$ cat src/rtl/rv_core_cfg.svh
`ifndef RV_CORE_CFG_SVH
`define RV_CORE_CFG_SVH

// Core configuration

// First fetch address out of reset
`define RV_RESET_PC 32'd44

// Interrupt service entry point
`define RV_TRAP_BASE 32'd0

// Clocks per heartbeat half period
`define RV_HEARTBEAT_DIV 12

// Integer register and bus data width
`define RV_XLEN 64

`endif

$ cat src/rtl/rv_core_pkg.sv
`include "rv_core_cfg.svh"

package rv_core_pkg;

    // Register file entry, ALU result, bus data
    typedef logic [`RV_XLEN-1:0] xword_t;

    // Raw 32-bit instruction encoding
    typedef logic [31:0] inst_t;

    // Instruction fetch address, also mepc
    typedef logic [31:0] addr_t;

    // rs1 / rs2 / rd field
    typedef logic [4:0] reg_idx_t;

    // External interrupt lines
    typedef logic [3:0] irq_vec_t;

    // Trap controller states
    typedef enum logic [1:0] {
        RUN,      // Normal program flow, requests accepted
        ENTER,    // Bubble cycle right after the entry jump
        SERVICE   // ISR running, waiting for MRET
    } trap_state_t;

endpackage

$ cat src/rtl/rv_trap_ctrl.sv
`timescale 1ns/100ps
`include "rv_core_cfg.svh"

module rv_trap_ctrl (
    input  logic                  clk,
    input  logic                  reset,
    input  rv_core_pkg::irq_vec_t interrupt_vector,
    input  rv_core_pkg::addr_t    pc,
    input  logic                  mret_seen,
    output logic                  redirect,
    output rv_core_pkg::addr_t    redirect_pc,
    output logic                  kill,
    output logic                  interrupt_pending,
    output logic                  interrupt_done,
    output rv_core_pkg::irq_vec_t mcause
);
    rv_core_pkg::irq_vec_t    vec_1;       // First sync stage
    rv_core_pkg::irq_vec_t    vec_2;       // Second sync stage
    rv_core_pkg::trap_state_t state;
    rv_core_pkg::addr_t       mepc;
    logic                     armed;       // Vector seen low since last entry
    logic                     slot_empty;  // ir holds a bubble this cycle
    logic                     entry_req;
    logic                     ret_req;

    // Two consecutive nonzero samples needed
    assign entry_req = (state == rv_core_pkg::RUN) && armed &&
                       (vec_1 != '0) && (vec_2 != '0);
    assign ret_req   = mret_seen && (state == rv_core_pkg::SERVICE); // Stray MRET ignored

    assign redirect    = entry_req | ret_req;
    assign redirect_pc = entry_req ? `RV_TRAP_BASE : mepc;
    assign kill        = entry_req | ret_req; // Wrong-path fetch lands in ir at this edge

    assign interrupt_pending = (state != rv_core_pkg::RUN);

    always_ff @(posedge clk or negedge reset) begin
        if (!reset) begin
            vec_1          <= '0;
            vec_2          <= '0;
            state          <= rv_core_pkg::RUN;
            armed          <= 1'b1;
            slot_empty     <= 1'b1;  // First slot after reset holds the no-op
            interrupt_done <= 1'b0;
            mcause         <= '0;
            mepc           <= `RV_RESET_PC;
        end else begin
            vec_1          <= interrupt_vector;
            vec_2          <= vec_1;
            slot_empty     <= kill;
            interrupt_done <= ret_req; // One-cycle pulse after return
            if (entry_req) begin
                armed <= 1'b0;
            end else if (vec_2 == '0) begin
                armed <= 1'b1; // Re-arm once the line has dropped
            end
            case (state)
                rv_core_pkg::RUN: begin
                    if (entry_req) begin
                        state  <= rv_core_pkg::ENTER;
                        mcause <= vec_2;
                        // Suppressed instruction sits at pc - 4 unless ir is a bubble
                        mepc   <= slot_empty ? pc : pc - 32'd4;
                    end
                end
                rv_core_pkg::ENTER:   state <= rv_core_pkg::SERVICE; // Killed slot drains
                rv_core_pkg::SERVICE: if (ret_req) state <= rv_core_pkg::RUN;
                default:              state <= rv_core_pkg::RUN;
            endcase
        end
    end

endmodule

$ cat config.mk
export PLATFORM = sky130hd
export DESIGN_NAME = rv_trap_ctrl
export DESIGN_NICKNAME = d
export VERILOG_FILES = /design/src/rtl/rv_core_pkg.sv /design/src/rtl/rv_trap_ctrl.sv
export VERILOG_INCLUDE_DIRS = /design/src /design/src/rtl
export SDC_FILE = /design/constraint.sdc
export NUM_CORES = 1
export LEC_CHECK = 0
export BUFFER_PORTS_ARGS = -buffer_cell sky130_fd_sc_hd__buf_2
export CAP_MARGIN = 30
export CORE_UTILIZATION = 51
export CTS_CLUSTER_DIAMETER = 120
export DETAILED_ROUTE_END_ITERATION = 16
export GPL_TIMING_DRIVEN = 0
export PLACE_DENSITY = 0.81
export SETUP_SLACK_MARGIN = 0.1
export SKIP_LAST_GASP = 1
export SYNTH_ARGS = -nofsm -noshare
export SYNTH_HDL_FRONTEND = slang
export SYNTH_SLANG_ARGS = --single-unit
$ cat constraint.sdc
create_clock -name clk -period 2.5 [get_ports clk]
set_clock_uncertainty 0.05 [all_clocks]
set_input_delay 0 -clock clk [delete_from_list [all_inputs] [get_ports clk]]
set_output_delay 0 -clock clk [all_outputs]
set_load 0.05 [all_outputs]
* After elaboration in Yosys (flattened, before gate mapping) *
Index checks and enable logic that the tools add are counted.

word-level totals
  register bits = 49
  latch bits = 0
  bits in writable memories = 0
  bits in read-only memories = 0
  bits of input ports = 39
  logic and storage cells = 33
  memories kept = 0

operators by class
  add/sub/neg operators = 1
  multipliers = 0
  divide/modulo/power cells = 0
  $lt $le $gt $ge = 0
  equal/unequal tests = 4
  shifts and indexed selects = 0
  multiplexer cells = 7
  bitwise operators = 1
  reductions and logical operators = 12

operators with widths
  kind                   count
  $mux 32                2
  $sub 32x3->32 const B  1
  $reduce_bool 4->1      2
  $pmux 2 s3             1
  $logic_and 1x1->1      4
  $logic_not 4->1        1
  $mux 2                 2
  $ne 2x2->1 const B     2
  $reduce_and 2->1       2
  $reduce_bool 2->1      2
  $eq 2x1->1 const B     1
  $eq 2x2->1 const B     1
  $logic_not 2->1        1
  $mux 1                 2
  $or 1x1->1             1

* Longest topological paths before layout *
  word-level depth = 6
  mapped depth = 9
  mapped depth without buffers = 6

* Worst setup path after synthesis *
No wires, ideal clock.

  path kind = flip-flop to output port
  from = register armed
  to = output redirect
  data arrival time = 2611 ps
  required time = 2450 ps
  setup slack = -161 ps
  stages on the path, launching flop included = 8
  path buffers = 4
  cell sequence = dfstp_2 > or3b_1 > clkbuf_1 > or3_1 > clkbuf_1 > clkbuf_1 > o21ai_0 > buf_4

on the way
  word-level cells in the longest chain between the ends = 4

RTL lines
  item                             line                text
  start, declared                  rv_trap_ctrl.sv:21  logic armed;
  start signal, assigned           rv_trap_ctrl.sv:42  armed <= 1'b1;
  start signal, assigned           rv_trap_ctrl.sv:53  armed <= 1'b0;
  start signal, assigned           rv_trap_ctrl.sv:55  armed <= 1'b1;
  $logic_and 1x1->1 (2 in series)  rv_trap_ctrl.sv:27  assign entry_req = (state == rv_core_pkg::RUN) && armed &&
  $logic_and 1x1->1                rv_trap_ctrl.sv:28  (vec_1 != '0) && (vec_2 != '0);
  $or 1x1->1                       -
  end, declared                    rv_trap_ctrl.sv:10  output logic redirect,

No other way between the ends.

* Worst setup path after layout *
  from = register armed
  to = register mepc[19]

on the way
  word-level cells in the longest chain between the ends = 4

RTL lines
  item                               line                text
  $logic_and 1x1->1 (2 in series)    rv_trap_ctrl.sv:27
  $logic_and 1x1->1                  rv_trap_ctrl.sv:28
  $reduce_and 2->1 (no source line)  -
  end signal, assigned               rv_trap_ctrl.sv:46  mepc <= `RV_RESET_PC;
  end signal, assigned               rv_trap_ctrl.sv:63  mepc <= slot_empty ? pc : pc - 32'd4;
  end, declared                      rv_trap_ctrl.sv:20  rv_core_pkg::addr_t mepc;

No other way between the ends.
A chain may end at the register's enable or synchronous reset.

==> out/results.ini <==
[run_status]
status = complete, no violations

[timing]
finalCritPeriodShare_pct = 96.5
tightest_slew_ns = 0.656
final_max_slew_viol_count = 0
grt_setup_unrepaired = yes
worst_hold_slack_ns = 0.0181
setup_ws_ns = 0.0873
hold_viol_final = 0
max_freq_ghz = 0.414
max-slew-margin-rel_pct = 55.9
period_minus_slack_ns = 2.41
setup_viol = 0

[job]
maxCapViolations = 0

[final_layout]
layout.nets = 414
syn2layout_area_growth_pct = 50.5
finish.utilization_pct = 80.6
fin_area_um2 = 3860
n_antenna_cell = 0
drive_gt1_share_pct = 40.0

[detailed_routing]
dr.pass1.iters = 5
drtIter0Drc = 149
vias_per_cell = 5.66
routedWlPerCell_um = 15.7
ant_nets = 0
vias = 2503
wl_mm = 6.96
drcViolationCount = 0

[logic_synthesis]
synth_seq_cells = 49
ys_warn_count = 0
synth.distinct_cells = 40
syn_avg_cell_area_um2 = 9.94
synth_fp_nets = 298
syn_area_um2 = 2560
ys_seq_area_share_pct = 48.1
synth_cells = 258

[clock_network]
cts_buffers = 5
clk_pin_slew_ns = 0.09
root_buffer = clkbuf_8
clockBufferDepth = 2
clk_latency_ns = 0.30
cts_tree = built
htreeDepth = 2
cts.sinks = 49

[grt]
grt_max_degree = 27
grt_overflow = 0
grt_pass1_vias = 2350
grt_pass1_wl_mm = 11.1
track_usage_pct = 27.3
antenna_found_initial = 0

[setup_path]
endpoint_kind = register
critPathLaunchType = register
cp.required_ns = 2.63
worstSetupPathType = reg2reg
worst_ep_arrival_time_ns = 2.54
critPathMaxFanout = 4

[die]
boundaryPins = 79
die_h_um = 72.9
die_w_um = 72.9
placementRows = 25
initial_core_util_pct = 53.6
fp.dieArea_um2 = 5310
coreArea_um2 = 4790

[min_path]
min_path_type = in2reg

[place]
pre_cts_ws_ns = -0.345
io_buffers = 77
placed_cell_area_um2 = 3070
dpl.hpwl_mm = 4.54
gp_congestion = 0.934

[power_and_ir_drop]
p_leak_nw = 1.74
vdd_ir_drop_max_uv = 1020
powerDensity_nw_per_um2 = 1400
finalPower_w = 0.00541

==> state kept, by name, indices dropped and copies added, names as in the netlist <==
signal	flops
vec_1	4
state	2
interrupt_done	1
slot_empty	1
vec_2	4
mepc	32
armed	1
mcause	4
==> synth_stat cells (all sizes together) <==
master / n / area, um^2
dfstp: 5 / 131
a21oi: 1 / 5.00
and2: 31 / 194
nand3b: 1 / 7.51
nand3: 4 / 20.0
or4b: 2 / 23.8
o31a: 2 / 17.5
nand4: 3 / 18.8
nand4b: 1 / 8.76
a311oi: 2 / 17.5
xnor2: 6 / 52.6
clkbuf: 10 / 37.5
o311ai: 1 / 8.76
xor2: 6 / 52.6
o21ai: 6 / 30.0
ha: 1 / 12.5
a31oi: 12 / 75.1
a22o: 3 / 26.3
or3: 11 / 68.8
o21bai: 2 / 15.0
o211ai: 3 / 22.5
inv: 5 / 18.8
or2: 4 / 25.0
or3b: 3 / 26.3
o31ai: 8 / 60.1
nor2: 17 / 63.8
buf: 7 / 43.8
nor3: 6 / 30.0
nand2b: 3 / 18.8
a21o: 13 / 97.6
or4: 17 / 128
mux2i: 2 / 20.0
nand2: 6 / 22.5
dfrtp: 44 / 1100
nor4: 10 / 62.6
==> metrics by stage <==
step,instances,TNS (ns)
after floorplan,258,0
after global placement,402,-11.81
after detailed placement,403,-13.01
after CTS,441,0
after global routing,442,0
final,442,0
==> logic make-up (layout without fill, tap and decap cells) <==
group                      after synthesis  in the layout  share of synthesized area, %
and+or+nand+nor                        119            119                          28.0
AOI/OAI and AO/OA                       53             53                          14.6
DFF                                     49             49                          48.1
buffers and inverters                   22            139                          3.90
xor gates and xnor gates                12             12                          4.10
muxes                                    2              2                         0.781
adders and majority gates                1              1                         0.488
==> critical path: stages, from the launching register on <==
cell	delay [ns]
dfstp_2	0.54
or3b_1	0.36
clkbuf_8	0.15
or3_4	0.38
clkbuf_4	0.17
and2_2	0.19
or3b_2	0.47
==> layout make-up <==
type	count	area (um^2)
clock inverter	3	22.5
clock buffer	5	68.8
inverter	5	21.3
buffer	17	183
sequential	49	1230
fill	297	927
timing repair buffer	109	905
tap	67	83.8
multi-input combinational	187	1340
==> repair_timing <==
item / CTS / global route
endpoints found under the setup margin: 72 / 54
gates resized for setup: 107 / 21
endpoints found under the hold margin: 45 / 0
hold buffers: 26 / 0
pin swaps: 0 / 0
buffers inserted: 3 / 1
gates cloned: 1 / 0
==> where the power goes <==
group	internal [W]	leakage [nW]	switching [W]
Clock	0.000199	0.0481	0.000275
Combinational	0.00147	1.12	0.00217
Sequential	0.00114	0.574	0.000150
Total	0.00281	1.74	0.00259
==> placed cells by master (no fill, tap or decap), types with 2 or more instances in the layout <==
cell type	n
o21ai_0	5
and2_2	2
nand4_1	3
o31a_1	2
clkbuf_1	2
a21o_1	13
nand3_1	4
buf_2	47
nand2_1	6
nor2_1	17
o21bai_1	2
or3_1	10
nand2b_1	3
clkinv_4	2
and2_4	21
mux2i_1	2
dlygate4sd3_1	26
dfrtp_1	44
buf_6	33
buf_8	2
clkbuf_8	9
nor4_1	6
xor2_1	6
nor4_2	3
or2_2	4
clkbuf_4	2
nor3_1	6
buf_4	8
inv_1	4
o211ai_1	3
dfstp_2	5
a311oi_1	2
xnor2_1	6
a31oi_1	12
o31ai_1	8
and2_1	8
or4_1	16
a22o_1	3
==> layer usage <==
metal	GRT usage (%)	up-vias	part of all wire [%]	wire [um]
met3	4.56	8	5.0	351
li1	-	1183	-	-
met1	37.2	1204	44	3060
met2	45.9	108	50	3450
met4	6.54	0	1.4	95
met5	0	-	0	0
==> worst paths after layout <==
kind                           from  endpoint  slack [ns]  depth (start not counted)
hold reg to reg            vec_1[0]  vec_2[0]        0.39                          0
setup reg to reg              armed  mepc[19]        0.09                          6
max in group asynchronous     reset     armed        1.61                          3
hold / removal               pc[10]  mepc[10]        0.02                          3
min in group asynchronous     reset  mepc[10]        0.19                          2
setup / recovery              armed  mepc[19]        0.09                          6
Note: power is estimated with default switching activity, not from simulation.
