## src/rtl/rv_core_cfg.svh

```systemverilog
`ifndef RV_CORE_CFG_SVH
`define RV_CORE_CFG_SVH

// Core configuration

// First fetch address out of reset
`define RV_RESET_PC 32'd44

// Interrupt service entry point
`define RV_TRAP_BASE 32'd0

// Clocks per heartbeat half period
`define RV_HEARTBEAT_DIV 12

// Integer register and bus data width
`define RV_XLEN 64

`endif

```

## src/rtl/rv_heartbeat.sv

```systemverilog
`timescale 1ns/100ps
`include "rv_core_cfg.svh"

module rv_heartbeat (
    input  logic clk,
    input  logic reset,
    output logic heartbeat
);
    // At least one bit even for a divider of 1
    localparam int CNT_W = ($clog2(`RV_HEARTBEAT_DIV) > 0) ? $clog2(`RV_HEARTBEAT_DIV) : 1;
    localparam logic [CNT_W-1:0] CNT_LAST = CNT_W'(`RV_HEARTBEAT_DIV - 1);

    logic [CNT_W-1:0] cnt;

    always_ff @(posedge clk or negedge reset) begin
        if (!reset) begin
            cnt       <= '0;
            heartbeat <= 1'b0;
        end else if (cnt == CNT_LAST) begin
            cnt       <= '0;           // Wrap
            heartbeat <= ~heartbeat;   // One half period done
        end else begin
            cnt <= cnt + 1'b1;
        end
    end

endmodule

```

## config.mk

```make
export PLATFORM = sky130hd
export DESIGN_NAME = rv_heartbeat
export DESIGN_NICKNAME = d
export VERILOG_FILES = /design/src/rtl/rv_heartbeat.sv
export VERILOG_INCLUDE_DIRS = /design/src /design/src/rtl
export SDC_FILE = /design/constraint.sdc
export NUM_CORES = 1
export LEC_CHECK = 0
export BUFFER_PORTS_ARGS = -buffer_cell sky130_fd_sc_hd__buf_2
export CORE_AREA = 2 2 39 41
export DETAILED_ROUTE_END_ITERATION = 8
export DIE_AREA = 0 0 41 43
export HOLD_SLACK_MARGIN = 0.03
export PLACE_DENSITY_LB_ADDON = 0.05
export RECOVER_POWER = 50
export SYNTH_ARGS = -nofsm -noshare
export SYNTH_HDL_FRONTEND = slang
export SYNTH_SLANG_ARGS = --single-unit
```

## constraint.sdc

```tcl
create_clock -name clk -period 2.8 [get_ports clk]
set_input_delay 0.14 -clock clk [delete_from_list [all_inputs] [get_ports clk]]
set_output_delay 0.14 -clock clk [all_outputs]
set_load 0.03 [all_outputs]
```

Yosys cells after proc, flatten, opt, wreduce, memory -nomap -nowiden:

Index checks and enable logic that the tools add are counted.

* muxes and demuxes: 1
* $add $sub $neg: 1
* eq/ne operators: 1
* bitwise gates (word level): 1

Operators by type and width (count)
* $add 4x1->4 const B: 1
* $eq 4x4->1 const B: 1
* $mux 4: 1
* $not 1->1: 1

* input port bits: 2
* bits in registers: 5

Longest topological paths before layout:

Gate-level depths: netlist of the first run.

* word-level depth: 2
* depth in mapped cells: 3
* gate-level depth less buffers: 3

Worst setup path after synthesis of the first run:

Ideal clock, no wire load.

* kind: register -> register
* start: reg cnt[0]
* end: reg cnt[2]
* slack: 1812 ps
* setup time: 125 ps
* cell stages (with the launch flop): 3
* arrival time: 863 ps
* cells stage by stage: dfrtp_1 -> ha_1 -> mux2_2

* word-level cells in the longest chain between the ends: 2

RTL lines
* start, declared: RTL line rv_heartbeat.sv:13 `logic [CNT_W-1:0] cnt;`
* start signal, assigned: RTL line rv_heartbeat.sv:23 `cnt <= cnt + 1'b1;`
* $add 4x1->4 or $eq 4x4->1 (tied branches): RTL line rv_heartbeat.sv:23, rv_heartbeat.sv:19
* $mux 4 *: RTL line rv_heartbeat.sv:19 `end else if (cnt == CNT_LAST) begin`

Every way passes the cells marked *; elsewhere a longest branch is shown, timed or not.
A chain may end at the register's enable or synchronous reset.

Worst setup path in the final report of the first run:

Same ends and word-level chain as after synthesis.

==> run summary, run 1 <==
global route hottest layer - met4
maximum VDD drop - 138.9 µV
Synth Instances - 16
Reg-to-Reg End - cnt[2]$_DFF_PN0_
Slew Limit Fails - 0
CP max-delay cell - dfrtp_1
library cells used by synthesis - 12
setup slack on the worst flop-to-flop path - 1750 ps
Min-Delay Path Class - input port to asynchronous set/reset pin
core area - 1384 µm²
maxcap violations - 0
dpl hpwl - 260.5 µm
switching share of total power - 0.1877
hold_ws - 284.1 ps
syn avg cell area - 13.06 µm²
gpl congestion - 0.5636
Net Sw Power - 0.00002947 W
Crit Path Class - flop to flop
nets@finish - 27
1st-iter DRT viols - 0
crit path buf inv count - 0
Worst-path clk slew - 50 ps
most common cell in the netlist - dfrtp_1
met2 GRT Util - 0.07188
startpoint types - flop
top post-synthesis cells by area - dfrtp_1, ha_1, mux2_2
Area growth, synth to finish - 31.14%
cts bufs inserted - 3
largest net degree at the start of global routing - 7
CTS Sinks - 5
Comb pwr share - 0.017
initial antenna violation count - 0
crit-path cells - ha_1 > mux2_2
DRC viols - 0
final number of setup-violating endpoints - 0
Reg-to-Reg Start - cnt[0]$_DFF_PN0_
crit path time final - 1050 ps
fmax - 952.3 MHz
clock power share - 0.521
Final period util - 0.3750
post-synthesis register bit count - 5
share of cells above drive strength 1 - 0.2174
first-pass GRT wire length - 655 µm
sequential share of the synthesized area - 0.5988
Initial Utilization - 0.1510
Worst Path Max Fanout - 4
Final Worst Setup Slack - 1750 ps
Syn Nets - 19
final hold violations - 0
Worst Setup End Kind - flop
final core occ - 0.1980
Max H-tree Level - 1
leading area contributor after synthesis - dfrtp_1
GR Util met1 - 0.06818
Post-Syn Area - 209.0 µm²
clk_skew - 6.761 ps
Port Buffers - 2
post-synth top area share - 0.5988
vias per cell - 3.462
Global Route Usage Sum - 0.06244
Power Density - 572.9 nW/µm²
status - completed
RSZ-0062 raised after global routing - no
Crit path largest cell delay - 370 ps
global routing usage on met3 - 0.03141
most common cell after layout, fill and taps aside - dfrtp_1
First-pass DRT Iterations - 1
worst skew pair latency - 240 ps
EDFF count, synth - 0
sequential power share - 0.462
Root Buffer - clkbuf_4
total die area - 1763 µm²
Chip Height - 43 µm
final wirelength - 319 µm
worst rel slew slack - 0.8112
row count - 14
ys async rst share - 1.000
Pleak - 0.1179 nW
Antenna Cells - 0
Post-synth top flop - dfrtp_1
Max Buffers Root-to-Sink - 2
Syn. warnings - 0
worst slew pin tran - 283.2 ps
setup slack at placement - 1759 ps
WL/cell - 8.179 µm
post-route ant nets - 0
# IOs - 3
grt total ovfl - 0
die span in x - 41 µm
vias in the first global route - 168
Pint - 0.0001275 W
reg2reg path depth - 2
CTS tree - built
via count - 135
final setup TNS - 0 ps
most frequent cells in the layout - dfrtp_1, clkbuf_4, clkbuf_1
Req. time, crit path - 2920 ps
family with the most delay on the worst path - flip-flops
critical path arrival - 1170 ps
[cells by family (layout without fill, tap and decap cells)]
kind of cell             after synthesis  after routing  share of synthesized area
adder cells (fa/ha/maj)                1              1                    0.05987
AND/OR/NAND/NOR                        7              7                     0.2036
AO/OA/AOI/OAI                          1              1                    0.04192
XOR/XNOR                               1              1                    0.04192
flip-flops                             5              5                     0.5988
multiplexers                           1              1                    0.05389
buffers and inverters                  0              7                          0
[per-layer routing]
| metal | wire [µm] | part of all wire |
|---|---|---|
| met5 | 0 | 0 |
| met4 | 0 | 0 |
| met3 | 11 | 0.034 |
| met2 | 146 | 0.46 |
| met1 | 162 | 0.51 |
[cell type report]
type | instances | area (µm²)
timing repair buffer | 3 | 18.77
tap | 16 | 20.02
clock buffer | 4 | 26.28
sequential | 5 | 125.1
fill | 156 | 1110
multi-input combinational | 11 | 83.83
[registers in the layout, summed over array words and instances (netlist names)]
register / count
heartbeat: 1
cnt: 4
[timing repair]
action / 4_1_cts / 5_1_grt
gates resized for setup: 0 / 0
hold buffers: 1 / 0
endpoints found under the hold margin: 5 / 0
buffers inserted: 0 / 0
[power groups by stage]
stage | logic [W] | registers (W) | clock network, W
after detailed placement | 0.00000212 | 0.0000736 | 0
after CTS | 0.00000318 | 0.0000725 | 0.0000851
after global routing | 0.00000352 | 0.0000723 | 0.0000949
after global placement | 0.00000211 | 0.0000736 | 0
after floorplan | 0.0000000000262 | 0.0000736 | 0
final | 0.00000274 | 0.0000725 | 0.0000817
[worst register-to-register path: stages (launching register included)]
cell,delay (ps)
dfrtp_1,370
ha_1,220
mux2_2,340
[metrics by stage]
step	power, W	cell area [µm²]	std cells
5_1_grt	0.0001707	274.0	39
3_5_place_dp	0.00007570	239.0	34
6_report	0.0001570	274.0	39
2_1_floorplan	0.00007360	209.0	16
3_3_place_gp	0.00007568	239.0	34
4_1_cts	0.0001608	275.3	39
[worst max path at each step]
stage / startpoint / to / slack [ps] / cells after the start
after floorplan: cnt[0]$_DFF_PN0_ / cnt[2]$_DFF_PN0_ / 1810 / 2
after global placement: cnt[0]$_DFF_PN0_ / cnt[2]$_DFF_PN0_ / 1740 / 2
after detailed placement: cnt[0]$_DFF_PN0_ / cnt[2]$_DFF_PN0_ / 1760 / 2
after CTS: cnt[0]$_DFF_PN0_ / cnt[2]$_DFF_PN0_ / 1750 / 2
after global routing: cnt[0]$_DFF_PN0_ / cnt[2]$_DFF_PN0_ / 1700 / 2
final: cnt[0]$_DFF_PN0_ / cnt[2]$_DFF_PN0_ / 1750 / 2
Note: power is estimated with default switching activity, not from simulation.
==> run 2, diff against run 1 <==
Clock period 2.8 ns to 0.86 ns, I/O delays scaled along.
==> run 2 against run 1 <==
The flow now finishes with violations (setup timing). Via count is 21% higher. Sequential share of layout area down 8.9 points. Wire length up 38%. Hold slack worse by 99 ps. Utilization is 4.8 points higher. Die area did not move. Register-to-register slack got worse by 1900 ps. Combinational power rose to 3.3 times the previous value. Critical endpoint unchanged.
==> run summary, run 2 (synthesis gave the netlist of run 1 again) <==
Max Buffers Root-to-Sink - 2
Final period util - 1.131
Pint - 0.0004157 W
setup slack on the worst flop-to-flop path - -110 ps
Comb pwr share - 0.018
maxcap violations - 0
share of cells above drive strength 1 - 0.4444
# IOs - 3
CP max-delay cell - dfrtp_1
worst skew pair latency - 250 ps
post-route ant nets - 0
row count - 14
switching share of total power - 0.2049
total die area - 1763 µm²
Crit Path Class - flop to flop
worst slew pin tran - 297.8 ps
most common cell after layout, fill and taps aside - dfrtp_1
Crit path largest cell delay - 400 ps
crit-path cells - ha_4 > mux2_4
die span in x - 41 µm
crit path time final - 972.9 ps
1st-iter DRT viols - 2
maximum VDD drop - 927.9 µV
Power Density - 1536 nW/µm²
clk_skew - 7.124 ps
critical path arrival - 1100 ps
Port Buffers - 2
Area growth, synth to finish - 62.87%
area of the multi-input gates - 113.9 µm²
final core occ - 0.2459
nets@finish - 31
gpl congestion - 0.5837
Antenna Cells - 0
global routing usage on met3 - 0.09424
Regs by FF count - cnt: 4 flops, heartbeat: 1 flops
via count - 164
GR Util met1 - 0.06169
Slew Limit Fails - 0
initial antenna violation count - 0
hold_ws - 184.7 ps
worst setup path endpoint - cnt[2]$_DFF_PN0_
Net Sw Power - 0.0001071 W
DRC viols - 0
worst rel slew slack - 0.8015
status - complete, but fails checks
CTS tree - built
Reg-to-Reg End - cnt[2]$_DFF_PN0_
most frequent cells in the layout - dfrtp_1, buf_4, clkbuf_4
Initial Utilization - 0.1510
final hold violations - 0
Reg-to-Reg Start - cnt[1]$_DFF_PN0_
startpoint types - flop
Chip Height - 43 µm
first-pass GRT wire length - 745 µm
First-pass DRT Iterations - 3
CP startpoint - cnt[1]$_DFF_PN0_
met2 GRT Util - 0.1063
global route hottest layer - met2
WL/cell - 10.23 µm
Biggest register - cnt
Worst Path Max Fanout - 3
Worst Setup End Kind - flop
vias in the first global route - 191
final wirelength - 440 µm
fmax - 1028 MHz
fillers - 147
vias per cell - 3.814
Max H-tree Level - 1
final setup TNS - -321.6 ps
failing checks - setup timing
max reg flops - 4
sequential power share - 0.451
cts bufs inserted - 3
sequential cell area - 125.1 µm²
clock power share - 0.531
Root Buffer - clkbuf_4
final number of setup-violating endpoints - 4
Final Worst Setup Slack - -112.9 ps
largest net degree at the start of global routing - 7
CTS Sinks - 5
RSZ-0062 raised after global routing - yes
Req. time, crit path - 990 ps
reg2reg path depth - 2
grt total ovfl - 0
Global Route Usage Sum - 0.07150
Worst-path clk slew - 50 ps
Pleak - 0.1513 nW
Min-Delay Path Class - input port to asynchronous set/reset pin
core area - 1384 µm²
==> run 2: timing repair <==
action,CTS,global route
buffers inserted,0,0
endpoints found under the hold margin,5,0
resized for setup,2,5
setup endpoints to repair,4,5
pin swaps,2,0
hold buffers,1,0
gates cloned,0,0
==> run 2: how the worst min path moves through the flow <==
stage          startpoint                     to  slack [ps]  depth (start not counted)
2_1_floorplan       reset       cnt[0]$_DFF_PN0_        -250                          0
3_3_place_gp        reset       cnt[2]$_DFF_PN0_        -130                          1
3_5_place_dp        reset       cnt[2]$_DFF_PN0_        -130                          1
4_1_cts             reset       cnt[2]$_DFF_PN0_         140                          2
5_1_grt             reset  heartbeat$_DFFE_PN0N_         220                          2
6_report            reset       cnt[3]$_DFF_PN0_         180                          2
==> run 2: power by group through the flow <==
stage	Sequential (W)	Clock (W)	Combinational, W
floorplan	0.000240	0	0.0000000000257
global placement	0.000240	0	0.00000701
detailed placement	0.000240	0	0.00000702
CTS	0.000236	0.000290	0.0000105
global route	0.000236	0.000307	0.0000107
finish	0.000236	0.000278	0.00000915
==> run 2: layer usage <==
metal  wire, µm  vias up  part of all wire
li1           -       78                 -
met1        168       81              0.38
met2        226        5              0.51
met3         45        0              0.10
met4          0        0                 0
met5          0        -                 0
==> run 2: through the flow <==
| stage | total power [W] | std cells | cell area [µm²] | setup WS (ps) |
|---|---|---|---|---|
| 3_3_place_gp | 0.0002466 | 38 | 275.3 | -130.2 |
| 4_1_cts | 0.0005368 | 43 | 327.8 | -123.6 |
| 2_1_floorplan | 0.0002396 | 16 | 215.2 | -117.0 |
| 5_1_grt | 0.0005532 | 43 | 340.3 | -148.2 |
| 6_report | 0.0005228 | 43 | 340.3 | -112.9 |
| 3_5_place_dp | 0.0002466 | 38 | 275.3 | -128.4 |
==> run 2: worst max-delay path, delay by kind of cell (launching register included) <==
family                   cells  cell delay, ps
adder cells (fa/ha/maj)      1             180
multiplexers                 1             290
flip-flops                   1             400
==> run 2: final cells by class <==
class                   instances  area share
repair buffers                  7      0.1618
flip-flops and latches          5      0.3676
multi-input cells              11      0.3346
clock buffers                   4     0.07721
well taps                      16     0.05882
