## config.mk

```make
export PLATFORM = sky130hd
export DESIGN_NAME = rv_execute
export DESIGN_NICKNAME = d
export VERILOG_FILES = /design/src/rtl/rv_core_pkg.sv /design/src/rtl/rv_execute.sv
export VERILOG_INCLUDE_DIRS = /design/src /design/src/rtl
export SDC_FILE = /design/constraint.sdc
export NUM_CORES = 1
export LEC_CHECK = 0
export ABC_AREA = 1
export BUFFER_PORTS_ARGS = -buffer_cell sky130_fd_sc_hd__clkbuf_2
export CELL_PAD_IN_SITES_DETAIL_PLACEMENT = 2
export CELL_PAD_IN_SITES_GLOBAL_PLACEMENT = 2
export CORE_ASPECT_RATIO = 0.75
export CORE_MARGIN = 2
export CORE_UTILIZATION = 30
export CTS_BUF_LIST = sky130_fd_sc_hd__clkbuf_4 sky130_fd_sc_hd__clkbuf_8
export CTS_CLUSTER_SIZE = 25
export DETAILED_ROUTE_END_ITERATION = 7
export PLACE_DENSITY_LB_ADDON = 0.05
export SLEW_MARGIN = 20
export SYNTH_ARGS = -nofsm -noshare
export SYNTH_HDL_FRONTEND = slang
export SYNTH_SLANG_ARGS = --single-unit
```

## constraint.sdc

```tcl
create_clock -name clk -period 5.9 [get_ports clk]
set_input_delay 1.18 -clock clk [delete_from_list [all_inputs] [get_ports clk]]
set_output_delay 1.18 -clock clk [all_outputs]
set_load 0.05 [all_outputs]
```

## src/rtl/rv_core_cfg.svh

```systemverilog
`ifndef RV_CORE_CFG_SVH
`define RV_CORE_CFG_SVH

// Core configuration

// First fetch address out of reset
`define RV_RESET_PC 32'd44

// Interrupt service entry point
`define RV_TRAP_BASE 32'd0

// Clocks per heartbeat half period
`define RV_HEARTBEAT_DIV 12

// Integer register and bus data width
`define RV_XLEN 64

`endif

```

## src/rtl/rv_core_pkg.sv

```systemverilog
`include "rv_core_cfg.svh"

package rv_core_pkg;

    // Register file entry, ALU result, bus data
    typedef logic [`RV_XLEN-1:0] xword_t;

    // Raw 32-bit instruction encoding
    typedef logic [31:0] inst_t;

    // Instruction fetch address, also mepc
    typedef logic [31:0] addr_t;

    // rs1 / rs2 / rd field
    typedef logic [4:0] reg_idx_t;

    // External interrupt lines
    typedef logic [3:0] irq_vec_t;

    // Trap controller states
    typedef enum logic [1:0] {
        RUN,      // Normal program flow, requests accepted
        ENTER,    // Bubble cycle right after the entry jump
        SERVICE   // ISR running, waiting for MRET
    } trap_state_t;

endpackage

```

## src/rtl/rv_execute.sv

```systemverilog
`timescale 1ns/100ps
`include "rv_core_cfg.svh"

module rv_execute (
    input  logic                  clk,
    input  logic                  reset,
    input  rv_core_pkg::inst_t    instruction,
    output rv_core_pkg::addr_t    pc,
    input  logic                  redirect,
    input  rv_core_pkg::addr_t    redirect_pc,
    input  logic                  kill,
    output logic                  mret_seen,
    output rv_core_pkg::reg_idx_t rs1_idx,
    output rv_core_pkg::reg_idx_t rs2_idx,
    input  rv_core_pkg::xword_t   rs1_data,
    input  rv_core_pkg::xword_t   rs2_data,
    output logic                  wr_en,
    output rv_core_pkg::reg_idx_t wr_idx,
    output rv_core_pkg::xword_t   wr_data,
    output rv_core_pkg::xword_t   bus_address,
    output rv_core_pkg::xword_t   bus_write_data,
    output logic                  bus_write_enable
);
    localparam logic [6:0]         OP_LUI    = 7'b0110111;
    localparam logic [6:0]         OP_IMM    = 7'b0010011;
    localparam logic [6:0]         OP_REG    = 7'b0110011;
    localparam logic [6:0]         OP_STORE  = 7'b0100011;
    localparam rv_core_pkg::inst_t INST_MRET = 32'h3020_0073;
    localparam rv_core_pkg::inst_t INST_NOP  = 32'h0000_0013; // addi x0, x0, 0

    rv_core_pkg::inst_t  ir;
    logic                ir_valid;
    logic [6:0]          opcode;
    logic [2:0]          funct3;
    logic [6:0]          funct7;
    rv_core_pkg::xword_t imm_u;
    rv_core_pkg::xword_t imm_i;
    rv_core_pkg::xword_t imm_s;
    logic                is_lui;
    logic                is_addi;
    logic                is_add;
    logic                is_sd;
    logic                exec_ok;

    // Field split
    assign opcode  = ir[6:0];
    assign funct3  = ir[14:12];
    assign funct7  = ir[31:25];
    assign rs1_idx = ir[19:15];
    assign rs2_idx = ir[24:20];
    assign wr_idx  = ir[11:7];

    // Immediates, all sign-extended to XLEN
    assign imm_u = {{(`RV_XLEN-32){ir[31]}}, ir[31:12], 12'b0};
    assign imm_i = {{(`RV_XLEN-12){ir[31]}}, ir[31:20]};
    assign imm_s = {{(`RV_XLEN-12){ir[31]}}, ir[31:25], ir[11:7]}; // Split store offset

    assign is_lui  = (opcode == OP_LUI);
    assign is_addi = (opcode == OP_IMM) && (funct3 == 3'b000);
    assign is_add  = (opcode == OP_REG) && (funct3 == 3'b000) && (funct7 == 7'b0);
    assign is_sd   = (opcode == OP_STORE) && (funct3 == 3'b011);

    // Entry redirect squashes the instruction in ir
    assign exec_ok   = ir_valid && !redirect;
    assign mret_seen = ir_valid && (ir == INST_MRET);

    assign wr_en = exec_ok && (is_lui || is_addi || is_add); // Unknown opcodes fall through

    always_comb begin
        wr_data = rs1_data + rs2_data; // ADD
        if (is_lui) begin
            wr_data = imm_u;
        end else if (is_addi) begin
            wr_data = rs1_data + imm_i;
        end
    end

    // Fetch: pc and ir
    always_ff @(posedge clk or negedge reset) begin
        if (!reset) begin
            pc       <= `RV_RESET_PC;
            ir       <= INST_NOP;
            ir_valid <= 1'b0;
        end else begin
            pc       <= redirect ? redirect_pc : pc + 32'd4;
            ir       <= instruction;
            ir_valid <= !kill; // Bubble for the wrong-path fetch
        end
    end

    // Store strobe, one cycle
    always_ff @(posedge clk or negedge reset) begin
        if (!reset) begin
            bus_write_enable <= 1'b0;
        end else begin
            bus_write_enable <= exec_ok && is_sd;
        end
    end

    always_ff @(posedge clk) begin
        bus_address    <= rs1_data + imm_s; // Effective address
        bus_write_data <= rs2_data;
    end

endmodule

```

Word-level counts from Yosys, hierarchy flattened
Index checks and enable logic that the tools add are counted.

operators by class
  reductions and logical operators = 14
  add/subtract/negate cells = 4
  mux-type cells = 3
  eq/ne operators = 6

operators with widths
  cell                                                    count
  adder 64 bit                                            3
  two-way mux 64 bit                                      2
  adder 32 x 3 -> 32 bit (second input constant)          1
  equality test 32 x 30 -> 1 bit (second input constant)  1
  two-way mux 32 bit                                      1
  equality test 7 x 6 -> 1 bit (second input constant)    3
  logical AND 1 bit                                       8
  equality test 7 x 5 -> 1 bit (second input constant)    1
  logical NOT 7 bit                                       1
  equality test 3 x 2 -> 1 bit (second input constant)    1
  logical NOT 3 bit                                       1
  logical NOT 1 bit                                       2
  logical OR 1 bit                                        2

storage, ports and cells
  bits in registers = 194
  output and inout bits = 242
  input bits = 196

Longest topological paths before layout
  depth in word-level cells = 5
  mapped depth = 26
  gate-level depth less buffers = 25

Worst setup path after synthesis
No wires, ideal clock.

  path kind = register to output
  start = reg ir[31]
  end = out wr_data[27]
  required time = 4.720 ns
  setup slack = 1.015 ns
  arrival = 3.705 ns
  cell stages (with the launch flop) = 18
  path through = dfrtp_1 > inv_1 > nand2_2 > clkbuf_1 > o21ai_0 > inv_1 > ha_1 > nand2_1 > inv_1 > nand2_1 > nand2_1 > nand2_1 > nand2_1 > a21oi_1 > nand2_2 > nand2_1 > nand2_1 > o22ai_1

on the way
  word-level cells in the longest chain between the ends = 3

RTL lines
  what                    line              text
  from (decl)             rv_execute.sv:31  rv_core_pkg::inst_t ir;
  from (signal assigned)  rv_execute.sv:86  ir <= instruction;
  adder 64 bit            rv_execute.sv:74  wr_data = rs1_data + imm_i;
  two-way mux 64 bit      rv_execute.sv:73  end else if (is_addi) begin
  two-way mux 64 bit      rv_execute.sv:71  if (is_lui) begin
  to (decl)               rv_execute.sv:19  output rv_core_pkg::xword_t wr_data,

No other way between the ends.

Worst setup path in the final report
  start = reg ir[1]
  end = out wr_data[29]

on the way
  word-level cells in the longest chain between the ends = 4
  elaborated cells on any way between the ends = 5

RTL lines
  what                          line              text
  equality test 7 x 5 -> 1 bit  rv_execute.sv:59  assign is_addi = (opcode == OP_IMM) && (funct3 == 3'b000);
  logical AND 1 bit             rv_execute.sv:59
  two-way mux 64 bit            rv_execute.sv:73
  two-way mux 64 bit *          rv_execute.sv:71

Mark *: on every way between the ends. The rest lies on a longest branch, timed or not.

==> run summary <==
Vias in the first global route = 22,839
Clk_skew = 0.0209 ns
Core ar. = 57,700 µm²
Synth cell types = 46
Initial antenna violation count = 9
Crit start category = flip-flop
Starting density of the core = 30.5%
Status = finished clean
Drt first-iter violations = 1,296
Final Hold Fails = 0
RePlAce Congestion = 0.930
First-pass GRT wire length = 144 mm
Synth Flop Type = dfxtp_1
Worst setup startpoint = ir[1]
TritonCTS clock tree = done
Drt drc = 0
Endpoint type of the worst setup path = primary output
Crit path top cell by count = nand2_1
Row cnt = 76
I/O pin cnt = 438
Drt first pass iters = 5
Antenna Nets Post-Route = 0
Fmax = 0.176 GHz
Lkg Pwr = 12.5 nW
Finished Core Util = 38.1%
CP max stage cell = dfstp_2
Clk_lat worst skew = 0.62 ns
Share of cells above drive strength 1 = 17.4%
Hold Path Class = reg2reg
Worst-Margin Slew = 0.946 ns
Root buffer cell = clkbuf_8
Die extent in x = 284 µm
Yosys warnings = 0
WL final = 97.7 mm
MaxCap Viol Count = 0
Half-perimeter wire length after placement = 85.3 mm
Post-CTS Setup Inserts = 0
Fin crit period = 5.67 ns
Cell Chain, Critical Path = nand2_1 > nor2_2 > nand2_1 > nor2_2 > nand2_2 > inv_6 > nand2_8 > o21ai_1 > inv_1 > ha_1 > nand2_1 > nor2_1 > inv_1 > nor2_1 > a21oi_1 > nand2_1 > a21oi_1 > o21ai_0 > buf_4 > o21ai_0 > buf_2
Post-Synthesis Cell Area = 17,600 µm²
WP depth = 21
Worst R2R Path Depth = 11
CTS max path bufs = 2
Power per cell area = 247 nW/µm²
Cts bufs inserted = 17
Worst vdd ir = 0.158 mV
Required time worst endpoint = 4.72 ns
RSZ-0062 raised after global routing = true
Full die area = 60,700 µm²
Max-slew headroom = 36.9%
RR Endpoint = bus_address[57]
Clock sink count = 194
Max incr delay on CP = 0.55 ns
Reg2reg setup slack = 2.83 ns
Worst Path Max Fanout = 23
DP Area = 21,300 µm²
DR WL/cell = 22.9 µm
Hold WS = 0.494 ns
Final instance area = 22,000 µm²
EDFF count, synth = 0
Average size of a mapped cell = 5.79 µm²
Vias per cell = 5.05
Post-synthesis sequential area ratio = 23.9%
Critical path type = reg2out
Clock slew at reported path FFs = 0.13 ns
Fin crit share = 96.2%
Total Routing Usage GR = 31.6%
Final setup violation count = 0
Via count = 21,505
#FFs+latches synth = 194
Layout area overhead = 24.8%
Fin. max-slew vios = 0
Port Buf Inserts = 437
Critical Path End = wr_data[29]
CP top delay family = simple AND/OR/NAND/NOR gates
H-tree depth = 4
Async S/R FF share, synth = 34.0%
Grt total ovfl = 0
FF-to-FF Start = ir[31]
Overall die height = 214 µm
Syn Inst Count = 3,044
Sum of negative setup slack = 0 ns
Number of buffer and inverter stages on the critical path = 5
Synthesized net count = 3,379
CP arrival = 4.49 ns
Pin count of the biggest net entering global routing = 68
Nets@finish = 3,801
-- worst min-delay path, cell delays in order, from the launching register on --
cell and delay (ns):
dfrtp_1 0.37, nand2_1 0.05, nand2_1 0.05
-- sequential cells by signal (all words and copies together) (netlist names) --
register          cells
bus_write_data       64
ir                   32
ir_valid              1
bus_write_enable      1
bus_address          64
pc                   32
-- where the power goes --
part / internal (mW) / switching, mW
clock: 0.431 / 0.653
sequential: 1.47 / 0.0774
combinational: 0.772 / 2.04
-- through the flow --
step                      cells  worst slack [ns]  total power, mW
after floorplan            3044              1.01             3.26
after global placement     4226             0.660             4.27
after detailed placement   4226             0.548             4.34
after CTS                  4258           -0.0372             5.44
after global routing       4260           -0.0117             5.71
final                      4261             0.225             5.44
-- cell usage in the layout (no fill, tap or decap), types with 3 or more instances in the layout --
| cell | count |
|---|---|
| nor4_1 | 12 |
| clkbuf_2 | 390 |
| nand3_1 | 169 |
| xor2_1 | 42 |
| or2_2 | 13 |
| inv_2 | 6 |
| nor2_2 | 34 |
| a21oi_1 | 128 |
| a31oi_1 | 3 |
| dfxtp_1 | 128 |
| a21boi_0 | 5 |
| dfstp_2 | 6 |
| nor3_2 | 6 |
| clkinv_8 | 5 |
| o21ai_0 | 143 |
| nand2_1 | 1078 |
| xnor2_1 | 11 |
| buf_2 | 3 |
| buf_4 | 7 |
| clkbuf_8 | 19 |
| ha_1 | 125 |
| dfrtp_1 | 59 |
| ha_2 | 11 |
| buf_12 | 45 |
| inv_6 | 4 |
| inv_1 | 578 |
| nand4_1 | 33 |
| nor2_1 | 282 |
| nor3_1 | 27 |
| nand3b_1 | 8 |
| nor2_4 | 6 |
| nor4_2 | 4 |
| nand3_2 | 10 |
| nand2_2 | 19 |
| o21bai_1 | 15 |
| o21ai_1 | 10 |
-- cells in the mapped netlist, drive strengths merged, types with 34 or more instances --
| master | count | share of area [%] |
|---|---|---|
| nor3 | 35 | 1.1 |
| dfrtp | 60 | 8.5 |
| o21ai | 154 | 4.4 |
| nand4 | 34 | 1.3 |
| nand2 | 1098 | 24 |
| inv | 584 | 12 |
| xor2 | 42 | 2.1 |
| ha | 137 | 9.7 |
| dfxtp | 128 | 15 |
| nor2 | 322 | 7.3 |
| a21oi | 130 | 3.7 |
| nand3 | 179 | 5.2 |
-- layout make-up --
class	instances	area, µm²
well taps	780	976
repair buffers	447	2960
clock inverters	13	206
fillers	7400	35700
diodes	2	5.00
flip-flops and latches	194	4220
multi-input cells	2219	11200
inverters	587	2210
clock buffers	19	262
-- what timing repair did --
item,CTS,global route
endpoints found under the setup margin,19,43
hold buffers,0,0
cloned,0,1
gates resized for setup,6,63
-- routing by layer --
metal  global-route usage (%)  up-vias  wire length [µm]
met4                     5.93        2              1610
li1                         -    10207                 -
met2                     50.3      498             43400
met5                        0        -                 9
met3                     5.72       71              5410
met1                     44.7    10727             47300
-- cell families (layout without fill, tap and decap cells) --
kind of cell,count (synthesis),after routing,share of synthesized area [%]
xor+xnor,53,53,2.63
buf+inv,631,1066,13.8
fa+ha+maj,139,139,9.95
compound gates,315,315,9.37
flops,194,194,23.9
simple gates,1712,1712,40.3
other cells,0,2,0
-- how the worst min path moves through the flow --
stage,from,end,slack (ns),cells past startpoint
finish,pc[0],pc[0],0.49,2
global route,pc[0],pc[0],0.54,2
CTS,pc[0],pc[0],0.50,2
detailed placement,pc[0],pc[0],0.47,2
global placement,pc[1],pc[1],0.46,2
floorplan,ir[7],bus_address[0],0.48,1
Note: power is estimated with default switching activity, not from simulation.
